`config.mk`:
```
export PLATFORM = sky130hd
export DESIGN_NAME = sinx_top
export DESIGN_NICKNAME = d
export VERILOG_FILES = /design/src/source/sinx_fixed_pkg.sv /design/src/source/sinx_ctrl_pkg.sv /design/src/source/sinx_dp_if.sv /design/src/source/sinx_lut.sv /design/src/source/sinx_dp.sv /design/src/source/sinx_ctrl.sv /design/src/source/sinx_top.sv
export VERILOG_INCLUDE_DIRS = /design/src /design/src/include
export SDC_FILE = /design/constraint.sdc
export NUM_CORES = 1
export LEC_CHECK = 0
export ABC_CLOCK_PERIOD_IN_PS = 9800
export BUFFER_PORTS_ARGS = -buffer_cell sky130_fd_sc_hd__buf_2
export CAP_MARGIN = 20
export CORE_ASPECT_RATIO = 1.2
export CORE_MARGIN = 8
export CORE_UTILIZATION = 47
export DETAILED_ROUTE_END_ITERATION = 8
export PLACE_DENSITY = 0.65
export SYNTH_ARGS = -nofsm -noshare
export SYNTH_HDL_FRONTEND = slang
export SYNTH_SLANG_ARGS = --single-unit
export TNS_END_PERCENT = 10
```
`constraint.sdc`:
```
create_clock -name clk_i -period 9.8 [get_ports clk_i]
set_input_delay 1.47 -clock clk_i [delete_from_list [all_inputs] [get_ports clk_i]]
set_output_delay 1.47 -clock clk_i [all_outputs]
set_load 0.02 [all_outputs]
```
`src/include/sinx_config.svh`:
```
//--------------------------------------------------------------------
// sin(x) accelerator configuration
// word and fraction widths, series length and fixed latency
//--------------------------------------------------------------------

`ifndef SINX_CONFIG_SVH
`define SINX_CONFIG_SVH

// signed Q2.14 words
`define SINX_DATA_W  16
`define SINX_FRAC_W  14

// taylor terms x, x^3, x^5, x^7
`define SINX_N_TERMS 4

// edges from accepting edge until out_valid_o is high
`define SINX_LATENCY 16

`endif

```
`src/source/sinx_fixed_pkg.sv`:
```
//--------------------------------------------------------------------
// sin(x) fixed-point types
// Q2.14 words, full-width products and the term index
//--------------------------------------------------------------------

`include "sinx_config.svh"

package sinx_fixed_pkg;

  // one data word
  typedef logic signed [`SINX_DATA_W-1:0] sinx_fix_t;

  // full signed product of two words
  typedef logic signed [2*`SINX_DATA_W-1:0] sinx_wide_t;

  // series term index k
  typedef logic [$clog2(`SINX_N_TERMS)-1:0] sinx_term_idx_t;

  // 1.0 in the word format
  localparam sinx_fix_t FIX_ONE = sinx_fix_t'(1 << `SINX_FRAC_W);

  // index of the final term
  localparam sinx_term_idx_t LAST_TERM = sinx_term_idx_t'(`SINX_N_TERMS - 1);

endpackage

```
`src/source/sinx_ctrl_pkg.sv`:
```
//--------------------------------------------------------------------
// sin(x) controller encodings
// FSM states and multiplier operand selects
//--------------------------------------------------------------------

package sinx_ctrl_pkg;

  // controller states
  typedef enum logic [2:0] {
    ST_IDLE = 3'd0,
    ST_LOAD = 3'd1,
    ST_TERM = 3'd2,
    ST_ACC  = 3'd3,
    ST_POW1 = 3'd4,
    ST_POW2 = 3'd5,
    ST_DONE = 3'd6
  } sinx_state_e;

  // multiplier operand a
  typedef enum logic [1:0] {
    MUX_A_X   = 2'd0,
    MUX_A_POW = 2'd1,
    MUX_A_ONE = 2'd2
  } sinx_mux_a_e;

  // multiplier operand b
  typedef enum logic [1:0] {
    MUX_B_X    = 2'd0,
    MUX_B_LUT  = 2'd1,
    MUX_B_TERM = 2'd2
  } sinx_mux_b_e;

endpackage

```
`src/source/sinx_dp_if.sv`:
```
//--------------------------------------------------------------------
// sin(x) controller to datapath bundle
// register enables, accumulate mode, operand selects, ROM address
//--------------------------------------------------------------------

interface sinx_dp_if;

  import sinx_fixed_pkg::*;
  import sinx_ctrl_pkg::*;

  // register write enables
  logic           en_x;
  logic           en_pow;
  logic           en_term;
  logic           en_sum;

  // accumulate mode
  logic           sum_clr;
  logic           sub;

  // multiplier operand selects
  sinx_mux_a_e    mux_a;
  sinx_mux_b_e    mux_b;

  // coefficient ROM address
  sinx_term_idx_t term_idx;

  modport ctrl (
    output en_x, en_pow, en_term, en_sum, sum_clr, sub, mux_a, mux_b, term_idx
  );

  modport dp (
    input  en_x, en_pow, en_term, en_sum, sum_clr, sub, mux_a, mux_b, term_idx
  );

endinterface

```
`src/source/sinx_lut.sv`:
```
//--------------------------------------------------------------------
// sin(x) coefficient ROM
// holds 1/(2k+1)! for k = 0..3 in Q2.14
//--------------------------------------------------------------------

module sinx_lut (
  input  sinx_fixed_pkg::sinx_term_idx_t addr_i,
  output sinx_fixed_pkg::sinx_fix_t      data_o
);

  import sinx_fixed_pkg::*;

  always_comb begin
    case (addr_i)
      // 1/1!
      2'd0: data_o = FIX_ONE;
      // 1/3! rounded up from 2730.67
      2'd1: data_o = sinx_fix_t'(2731);
      // 1/5!
      2'd2: data_o = sinx_fix_t'(137);
      // 1/7!
      2'd3: data_o = sinx_fix_t'(3);
      default: begin
        data_o = '0;
      end
    endcase
  end

endmodule

```
`src/source/sinx_dp.sv`:
```
//--------------------------------------------------------------------
// sin(x) datapath
// operand, power, term and sum registers around one shared
// multiplier with Q2.14 rescaling
//--------------------------------------------------------------------

`include "sinx_config.svh"

module sinx_dp (
  input  logic                      clk_i,
  input  sinx_fixed_pkg::sinx_fix_t x_i,
  sinx_dp_if.dp                     ctrl,
  output sinx_fixed_pkg::sinx_fix_t result_o
);

  import sinx_fixed_pkg::*;
  import sinx_ctrl_pkg::*;

  // payload registers
  sinx_fix_t  x_q;
  sinx_fix_t  pow_q;
  sinx_fix_t  term_q;
  sinx_fix_t  sum_q;

  // multiplier signals
  sinx_fix_t  lut_data;
  sinx_fix_t  op_a;
  sinx_fix_t  op_b;
  sinx_wide_t prod_wide;
  sinx_fix_t  prod;

  //--------------------------------------------------------------------
  // coefficient ROM
  //--------------------------------------------------------------------

  sinx_lut u_lut (
    .addr_i (ctrl.term_idx),
    .data_o (lut_data)
  );

  //--------------------------------------------------------------------
  // shared multiplier
  //--------------------------------------------------------------------

  // operand a mux
  always_comb begin
    case (ctrl.mux_a)
      MUX_A_X:   op_a = x_q;
      MUX_A_POW: op_a = pow_q;
      MUX_A_ONE: op_a = FIX_ONE;
      default:   op_a = '0;
    endcase
  end

  // operand b mux
  always_comb begin
    case (ctrl.mux_b)
      MUX_B_X:    op_b = x_q;
      MUX_B_LUT:  op_b = lut_data;
      MUX_B_TERM: op_b = term_q;
      default:    op_b = '0;
    endcase
  end

  // full signed product
  assign prod_wide = sinx_wide_t'(op_a) * sinx_wide_t'(op_b);

  // back to Q2.14 by arithmetic shift
  // upper bits dropped without saturation
  assign prod = sinx_fix_t'(prod_wide >>> `SINX_FRAC_W);

  //--------------------------------------------------------------------
  // registers
  //--------------------------------------------------------------------

  // operand capture on the accepting edge
  always_ff @(posedge clk_i) begin
    if (ctrl.en_x) begin
      x_q <= x_i;
    end
  end

  // running odd power of x
  always_ff @(posedge clk_i) begin
    if (ctrl.en_pow) begin
      pow_q <= prod;
    end
  end

  // scaled term lut[k] * x^(2k+1)
  always_ff @(posedge clk_i) begin
    if (ctrl.en_term) begin
      term_q <= prod;
    end
  end

  // accumulator with wrapping add and subtract
  always_ff @(posedge clk_i) begin
    if (ctrl.en_sum) begin
      if (ctrl.sum_clr) begin
        sum_q <= '0;
      end else if (ctrl.sub) begin
        sum_q <= sum_q - prod;
      end else begin
        sum_q <= sum_q + prod;
      end
    end
  end

  assign result_o = sum_q;

endmodule

```
`src/source/sinx_ctrl.sv`:
```
//--------------------------------------------------------------------
// sin(x) controller
// FSM with term counter that sequences the datapath one step per
// cycle and runs the input and output handshakes
//--------------------------------------------------------------------

`include "sinx_config.svh"

module sinx_ctrl (
  input  logic  clk_i,
  input  logic  rst_n_i,
  input  logic  in_valid_i,
  output logic  in_ready_o,
  output logic  out_valid_o,
  input  logic  out_ready_i,
  sinx_dp_if.ctrl dp
);

  import sinx_fixed_pkg::*;
  import sinx_ctrl_pkg::*;

  // state and term counter
  sinx_state_e    state_q;
  sinx_state_e    state_d;
  sinx_term_idx_t term_q;
  sinx_term_idx_t term_d;

  // output valid flag
  logic           out_valid_q;
  logic           out_valid_d;
  logic           out_take;

  // result consumed this cycle
  assign out_take = out_valid_q & out_ready_i;

  //--------------------------------------------------------------------
  // next state
  //--------------------------------------------------------------------

  always_comb begin
    state_d = state_q;
    term_d  = term_q;
    case (state_q)
      ST_IDLE: begin
        if (in_valid_i) begin
          state_d = ST_LOAD;
        end
      end
      ST_LOAD: begin
        // start at term k = 0
        state_d = ST_TERM;
        term_d  = '0;
      end
      ST_TERM: begin
        state_d = ST_ACC;
      end
      ST_ACC: begin
        // no power steps after the final term
        if (term_q == LAST_TERM) begin
          state_d = ST_DONE;
        end else begin
          state_d = ST_POW1;
          term_d  = term_q + 1'b1;
        end
      end
      ST_POW1: begin
        state_d = ST_POW2;
      end
      ST_POW2: begin
        state_d = ST_TERM;
      end
      ST_DONE: begin
        // hold until the consumer takes the result
        if (out_take) begin
          state_d = ST_IDLE;
        end
      end
      default: begin
        state_d = ST_IDLE;
      end
    endcase
  end

  // valid rises one cycle after entering done
  // and drops on the output transfer
  assign out_valid_d = (state_q == ST_DONE) & ~out_take;

  always_ff @(posedge clk_i) begin
    if (!rst_n_i) begin
      state_q     <= ST_IDLE;
      term_q      <= '0;
      out_valid_q <= 1'b0;
    end else begin
      state_q     <= state_d;
      term_q      <= term_d;
      out_valid_q <= out_valid_d;
    end
  end

  //--------------------------------------------------------------------
  // datapath control decode
  //--------------------------------------------------------------------

  always_comb begin
    dp.en_x     = 1'b0;
    dp.en_pow   = 1'b0;
    dp.en_term  = 1'b0;
    dp.en_sum   = 1'b0;
    dp.sum_clr  = 1'b0;
    dp.sub      = 1'b0;
    dp.mux_a    = MUX_A_ONE;
    dp.mux_b    = MUX_B_X;
    dp.term_idx = term_q;
    case (state_q)
      // capture x on the accepting edge
      ST_IDLE: dp.en_x = in_valid_i;
      // power <= x * 1 and sum cleared
      ST_LOAD: begin
        dp.en_pow  = 1'b1;
        dp.en_sum  = 1'b1;
        dp.sum_clr = 1'b1;
        dp.mux_a   = MUX_A_ONE;
        dp.mux_b   = MUX_B_X;
      end
      // term <= lut[k] * power
      ST_TERM: begin
        dp.en_term = 1'b1;
        dp.mux_a   = MUX_A_POW;
        dp.mux_b   = MUX_B_LUT;
      end
      // odd k subtracts
      ST_ACC: begin
        dp.en_sum = 1'b1;
        dp.sub    = term_q[0];
        dp.mux_a  = MUX_A_ONE;
        dp.mux_b  = MUX_B_TERM;
      end
      // power <= x * power, twice per term
      ST_POW1, ST_POW2: begin
        dp.en_pow = 1'b1;
        dp.mux_a  = MUX_A_POW;
        dp.mux_b  = MUX_B_X;
      end
      default: begin
        dp.en_pow = 1'b0;
      end
    endcase
  end

  // handshake outputs
  assign in_ready_o  = (state_q == ST_IDLE);
  assign out_valid_o = out_valid_q;

endmodule

```
`src/source/sinx_top.sv`:
```
//--------------------------------------------------------------------
// sin(x) accelerator top level
// controller and datapath joined by the control bundle
//--------------------------------------------------------------------

module sinx_top (
  input  logic                      clk_i,
  input  logic                      rst_n_i,
  // operand handshake
  input  logic                      in_valid_i,
  output logic                      in_ready_o,
  input  sinx_fixed_pkg::sinx_fix_t x_i,
  // result handshake
  output logic                      out_valid_o,
  input  logic                      out_ready_i,
  output sinx_fixed_pkg::sinx_fix_t result_o
);

  // control bundle between controller and datapath
  sinx_dp_if dp_if ();

  //--------------------------------------------------------------------
  // controller
  //--------------------------------------------------------------------

  sinx_ctrl u_ctrl (
    .clk_i       (clk_i),
    .rst_n_i     (rst_n_i),
    .in_valid_i  (in_valid_i),
    .in_ready_o  (in_ready_o),
    .out_valid_o (out_valid_o),
    .out_ready_i (out_ready_i),
    .dp          (dp_if.ctrl)
  );

  //--------------------------------------------------------------------
  // datapath
  //--------------------------------------------------------------------

  sinx_dp u_dp (
    .clk_i    (clk_i),
    .x_i      (x_i),
    .ctrl     (dp_if.dp),
    .result_o (result_o)
  );

endmodule

```
# Yosys cells after proc, flatten, opt, wreduce, memory -nomap -nowiden
# Cells that the tools add are included.
dict set report classes {
  muxes 18
  n_bitwise 3
  add_sub_neg 3
  multipliers 1
  reduce_logical 11
  n_eq_ne 16
}
# cell count
set ops {}
lappend ops {{16-bit case mux with 3 select lines} 2}
lappend ops {{16-bit case mux with 4 select lines} 1}
lappend ops {{16-bit by 16-bit multiplier with 30-bit output} 1}
lappend ops {{3-bit case mux with 6 select lines} 1}
lappend ops {{16-bit adder} 1}
lappend ops {{16-bit two-way mux} 1}
lappend ops {{16-bit subtractor} 1}
lappend ops {{3-bit equality test, second input constant} 3}
lappend ops {{2-bit equality test, second input constant} 4}
lappend ops {{2-bit case mux with 2 select lines} 2}
lappend ops {{2-bit by 1-bit equality test with 1-bit output, second input constant} 3}
lappend ops {{3-bit by 2-bit equality test with 1-bit output, second input constant} 2}
lappend ops {{2-bit zero test} 3}
lappend ops {{1-bit two-way mux} 6}
lappend ops {{2-bit two-way mux} 3}
lappend ops {{3-bit two-way mux} 2}
lappend ops {{3-bit OR reduction} 2}
lappend ops {{2-bit != test, second input constant} 2}
lappend ops {{2-bit AND reduction} 2}
lappend ops {{2-bit OR reduction} 2}
lappend ops {{3-bit by 1-bit equality test with 1-bit output, second input constant} 1}
lappend ops {{3-bit zero test} 1}
lappend ops {{2-bit by 1-bit adder with 2-bit output, second input constant} 1}
lappend ops {{1-bit bitwise AND} 2}
lappend ops {{3 further kinds} 3}
dict set report totals {
  out_inout_bits 18
  regBits 70
  word_cells 59
  input_bits 20
}

# Depth between registers and ports, before layout
dict set report depth {
  depth_word 8
  ltp_mapped 41
  ltp_nobuf 40
}

# Modules after synthesis
# From an unflattened synthesis, not the netlist that was laid out.
dict set report unflattened {
  cells_unflattened 1431
  area_unflattened_um2 13324.0
}
# module cells_per_inst area_each_um2 instances seq_area_each_um2
set modules_own_cells {}
lappend modules_own_cells {sinx_dp 1368 12824.8 1 1921.8}
lappend modules_own_cells {sinx_ctrl 44 354.1 1 120.1}
lappend modules_own_cells {sinx_lut 19 145.1 1 0.0}

# Worst setup path after synthesis
# No wires, ideal clock.
dict set report synth_path {
  path_kind {reg2reg}
  startpoint {register u_ctrl.state_q[2]}
  endpoint {register u_dp.sum_q[15] (netlist: u_dp.result_o[15]) (data pin)}
  arrival_ns 9.319
  path_buffers 4
  path_stages_with_launch 39
  period_less_slack_ns 9.514
  required_ns 9.605
  setup_time_ns 0.195
  slack_ns 0.286
  cell_sequence {dfxtp_1 > or3b_1 > buf_2 > nand2_1 > clkbuf_1 > clkbuf_1 > buf_1 > nand2_1 > nor2_1 > fa_1 > inv_1 > fa_1 > fa_1 > inv_1 > fa_1 > fa_1 > inv_1 > fa_1 > [3 not listed] > a21o_1 > a221o_1 > a31o_2 > xor2_1 > inv_1 > ha_1 > inv_1 > or4_4 > or3b_1 > or2_1 > o21ai_1 > xor2_1 > ha_1 > and3_1 > a21oi_1 > a31oi_1 > or2_2 > o311ai_0}
}
dict set report synth_between {
  elab_chain_cells 8
  elab_cells_between_ends 22
  classes_between {add/sub (2); mul (1); eq/ne (9); mux (7); reduce/logical (3)}
}
# element line_no
set synth_rtl {}
lappend synth_rtl {{start: declaration} sinx_ctrl.sv:23} ;# sinx_state_e state_q;
lappend synth_rtl {{start signal: assignment} sinx_ctrl.sv:94} ;# state_q <= state_d;
lappend synth_rtl {{3-bit equality test / 3-bit by 2-bit equality test with 1-bit output (equally long branches)} sinx_ctrl.sv:114} ;# case (state_q)
lappend synth_rtl {{3-bit OR reduction (no line)} -}
lappend synth_rtl {{2-bit two-way mux} sinx_ctrl.sv:114}
lappend synth_rtl {{2-bit equality test, or another cell as far along} sinx_dp.sv:47} ;# case (ctrl.mux_a)
lappend synth_rtl {{16-bit case mux with 3 select lines} sinx_dp.sv:47}
lappend synth_rtl {{16-bit by 16-bit multiplier with 30-bit output (*)} sinx_dp.sv:66} ;# assign prod_wide = sinx_wide_t'(op_a) * sinx_wide_t'(op_b);
lappend synth_rtl {{via u_dp.prod_wide[15]} sinx_dp.sv:29} ;# sinx_wide_t prod_wide;
lappend synth_rtl {{16-bit adder / 16-bit subtractor (equally long branches)} {sinx_dp.sv:105, sinx_dp.sv:103}}
lappend synth_rtl {{16-bit two-way mux (*)} sinx_dp.sv:102} ;# end else if (ctrl.sub) begin
lappend synth_rtl {{end signal: assignment} sinx_dp.sv:103} ;# sum_q <= sum_q - prod;
lappend synth_rtl {{end signal: assignment} sinx_dp.sv:105} ;# sum_q <= sum_q + prod;
lappend synth_rtl {{end: declaration} sinx_dp.sv:23} ;# sinx_fix_t sum_q;
# Mark *: on every way through the listed nets, which the timed path passes. The rest lies on a longest branch.
# A chain may end at the register's enable or synchronous reset.

# Worst setup path in the final report
dict set report layout_path {
  startpoint {register u_ctrl.state_q[1]}
  endpoint {register u_dp.sum_q[14] (netlist: u_dp.result_o[14]) (data pin)}
}
# The elaborated chain is that of the path after synthesis.

==> results.md <==
* Run status: completed
* Unique masters post-synth at 68
* Overall Global Routing Usage at 22.7%
* Clock root cell: clkbuf_16
* # fillers at 2,517
* Final Max Tran Viols at 0
* Initial DRC Count at 667
* Initial antenna violation count at 0
* Post-synthesis instance area at 13,100 sq um
* Critical-path maximum fanout at 17
* Register Area at 2050 sq um
* Largest net degree at the start of global routing at 37
* Footprint of the multi-input gates at 9800 sq um
* Max clock buf depth at 2
* Drt via density at 5.44
* Max_slew headroom at 36.6%
* Crit-path max cell delay at 0.54 ns
* Via count of the first global-routing pass at 10,874
* Slowest CP cell: fa_1
* Synthesized area per cell at 9.13 sq um
* WP data required at 9.89 ns
* Total CTS buffers at 9
* Inserted Diodes at 0
* Fin util at 52.8%
* Crit end category: register
* Clock-pin transition on the worst setup and hold timing paths at 0.06 ns
* Drt drc at 0
* Setup violators final at 0
* Flops & latches, synth at 70
* Syn_nets at 1,800
* Per-cell routed wire length at 19.8 microns
* Port Buffer Count at 37
* Vias at 10,154
* Grt total ovfl at 0
* Design area at 14,600 sq um
* Most common cell on crit path: fa_1
* Startpoint types: register
* P&R area growth vs syn at 11.4%
* Die H at 199 microns
* H-tree depth at 3
* Initial core utilization at 47.4%
* Final wirelength at 37,000 microns
* Die Footprint at 33,500 sq um
* Slew at the pin closest to its max-slew limit at 0.942 ns
* Cell count after synthesis at 1,436
* Num ports at 38
* CTS tree: yes
* Seq/Total Area, Yosys at 15.6%
* Kind of critical path: reg2reg
* Synth warn at 0
* Final hold viol count at 0
* Routability cong. at 0.957
* Placed wire-length estimate at 30,700 microns
* Placement Cell Area at 14,000 sq um
* Tmin final at 9.47 ns
* Antenna-violating nets left at 0
* Fmax at 0.106 GHz
* Total iterations of the first detailed-routing run at 5
* Clk_skew at 0.00581 ns
* Hold Crit Class: reg2reg
* Worst EP arrival at 9.55 ns
* Core area at 27,700 sq um
* Synth Flop Type: edfxtp_1
* First-pass GRT wire length at 58,100 microns
* Async set-reset flop share out of synthesis at 0%
* Period utilization at 96.6%
* Share of cells above drive strength 1 at 11.3%
* Die width at 168 microns
* CTS sink cnt at 70
* # rows at 67
* Max cap viols at 0
* EDFF count, synth at 64
* Clk Latency, worst-skew pair at 0.34 ns
* NumNets Final at 1,881
sequential cells by signal, summed over array words and instances (netlist names):
register / count
u_dp.pow_q: 16
u_dp.result_o: 16
u_dp.term_q: 16
u_dp.x_q: 16
u_ctrl.state_q: 3
u_ctrl.dp.term_idx: 2
u_ctrl.out_valid_o: 1
cell families (layout without fill, tap and decap cells):
family	after synthesis	after routing	synth area share, %
simple gates	446	447	15.0
buf+inv	363	448	10.6
xor+xnor	53	53	3.54
fa+ha+maj	344	344	47.0
compound gates	152	152	7.68
mux	8	8	0.639
flops	70	70	15.6
through the flow:
stage                     worst slack, ns  TNS (ns)  cells  hold slack (ns)
after global routing              -0.0153   -0.0206   1867            0.620
after CTS                          0.0295         0   1851            0.584
after detailed placement          -0.0203   -0.0398   1835            0.575
after global placement              0.113         0   1835            0.559
after floorplan                     0.286         0   1436            0.599
final                               0.333         0   1867            0.574
what timing repair did:
| item | in CTS | in global routing |
|---|---|---|
| cloned | 0 | 3 |
| buffers inserted | 0 | 13 |
| hold endpoints to repair | 0 | 0 |
| pin swaps | 0 | 4 |
| setup endpoints to repair | 2 | 5 |
| resized for setup | 4 | 37 |
| hold buffers | 0 | 0 |
cells in the mapped netlist (all sizes together), types with 8 or more instances:
library cell | instances | area, sq um
or2 | 8 | 50.1
ha | 96 | 1200
clkbuf | 35 | 131
nand3 | 13 | 65.1
edfxtp | 64 | 1920
o21ai | 33 | 165
a21o | 12 | 90.1
buf | 8 | 56.3
and2 | 20 | 128
inv | 320 | 1200
fa | 248 | 4960
xor2 | 23 | 201
a21oi | 38 | 190
nand2 | 163 | 612
xnor2 | 30 | 263
nor3 | 11 | 55.1
and3 | 10 | 62.6
o21a | 16 | 120
nor2b | 8 | 50.1
nor2 | 178 | 668
nand2b | 14 | 95.1
path summary, 6_finish.rpt:
check / end / cells past startpoint / start / slack (ns)
worst min-delay path: u_ctrl.out_valid_o$_SDFF_PN0_ / 3 / u_ctrl.out_valid_o$_SDFF_PN0_ / 0.57
worst min register to register: u_ctrl.out_valid_o$_SDFF_PN0_ / 3 / u_ctrl.out_valid_o$_SDFF_PN0_ / 0.57
worst max-delay path: u_dp.result_o[14]$_SDFFCE_PP0P_ / 35 / u_ctrl.state_q[1]$_SDFFE_PN0P_ / 0.33
worst max register to register: u_dp.result_o[14]$_SDFFCE_PP0P_ / 35 / u_ctrl.state_q[1]$_SDFFE_PN0P_ / 0.33
critical path: cells and delay by family, from the launching register on:
kind,cells,cell delay (ns)
DFF,1,0.42
and+or+nand+nor,6,0.95
AOI/OAI and AO/OA,13,2.79
buffers and inverters,5,0.41
adders and majority gates,9,4.13
xor gates and xnor gates,2,0.49
area by class of cell:
cell class	instances	share of cell area [%]
multi-input cells	1004	67.0
flip-flops and latches	70	14.0
inverters	320	8.22
repair buffers	112	5.47
well taps	345	2.95
clock buffers	9	1.54
clock inverters	7	0.771
metal layers:
metal	global-route usage (%)	vias to the layer above	share of wire (%)
met5	0	-	0
met4	11.4	0	5.0
met3	3.14	106	7.0
met2	40.1	425	50
met1	26.9	5027	38
li1	-	4596	-
cell usage in the layout, fill, tap and decap left out, types with 4 or more instances in the layout:
cell type / instances
buf_4: 68
or2_2: 6
o21a_1: 16
a21o_1: 12
nor3_1: 11
ha_1: 95
and2_1: 11
a21oi_1: 35
a31oi_1: 5
inv_1: 320
nor2_1: 178
o21ai_0: 23
fa_1: 247
and3_1: 10
edfxtp_1: 64
nor2b_1: 5
buf_2: 38
o31ai_1: 5
clkbuf_16: 10
mux2i_1: 5
nand2_1: 161
a211oi_1: 4
xnor2_1: 30
xor2_1: 23
nand2b_1: 13
and2_2: 4
o21ai_1: 10
nand3_1: 13
Power is left out: the tool's default activity adds up to more than one toggle a clock period on the data nets, which glitch-free logic cannot reach.
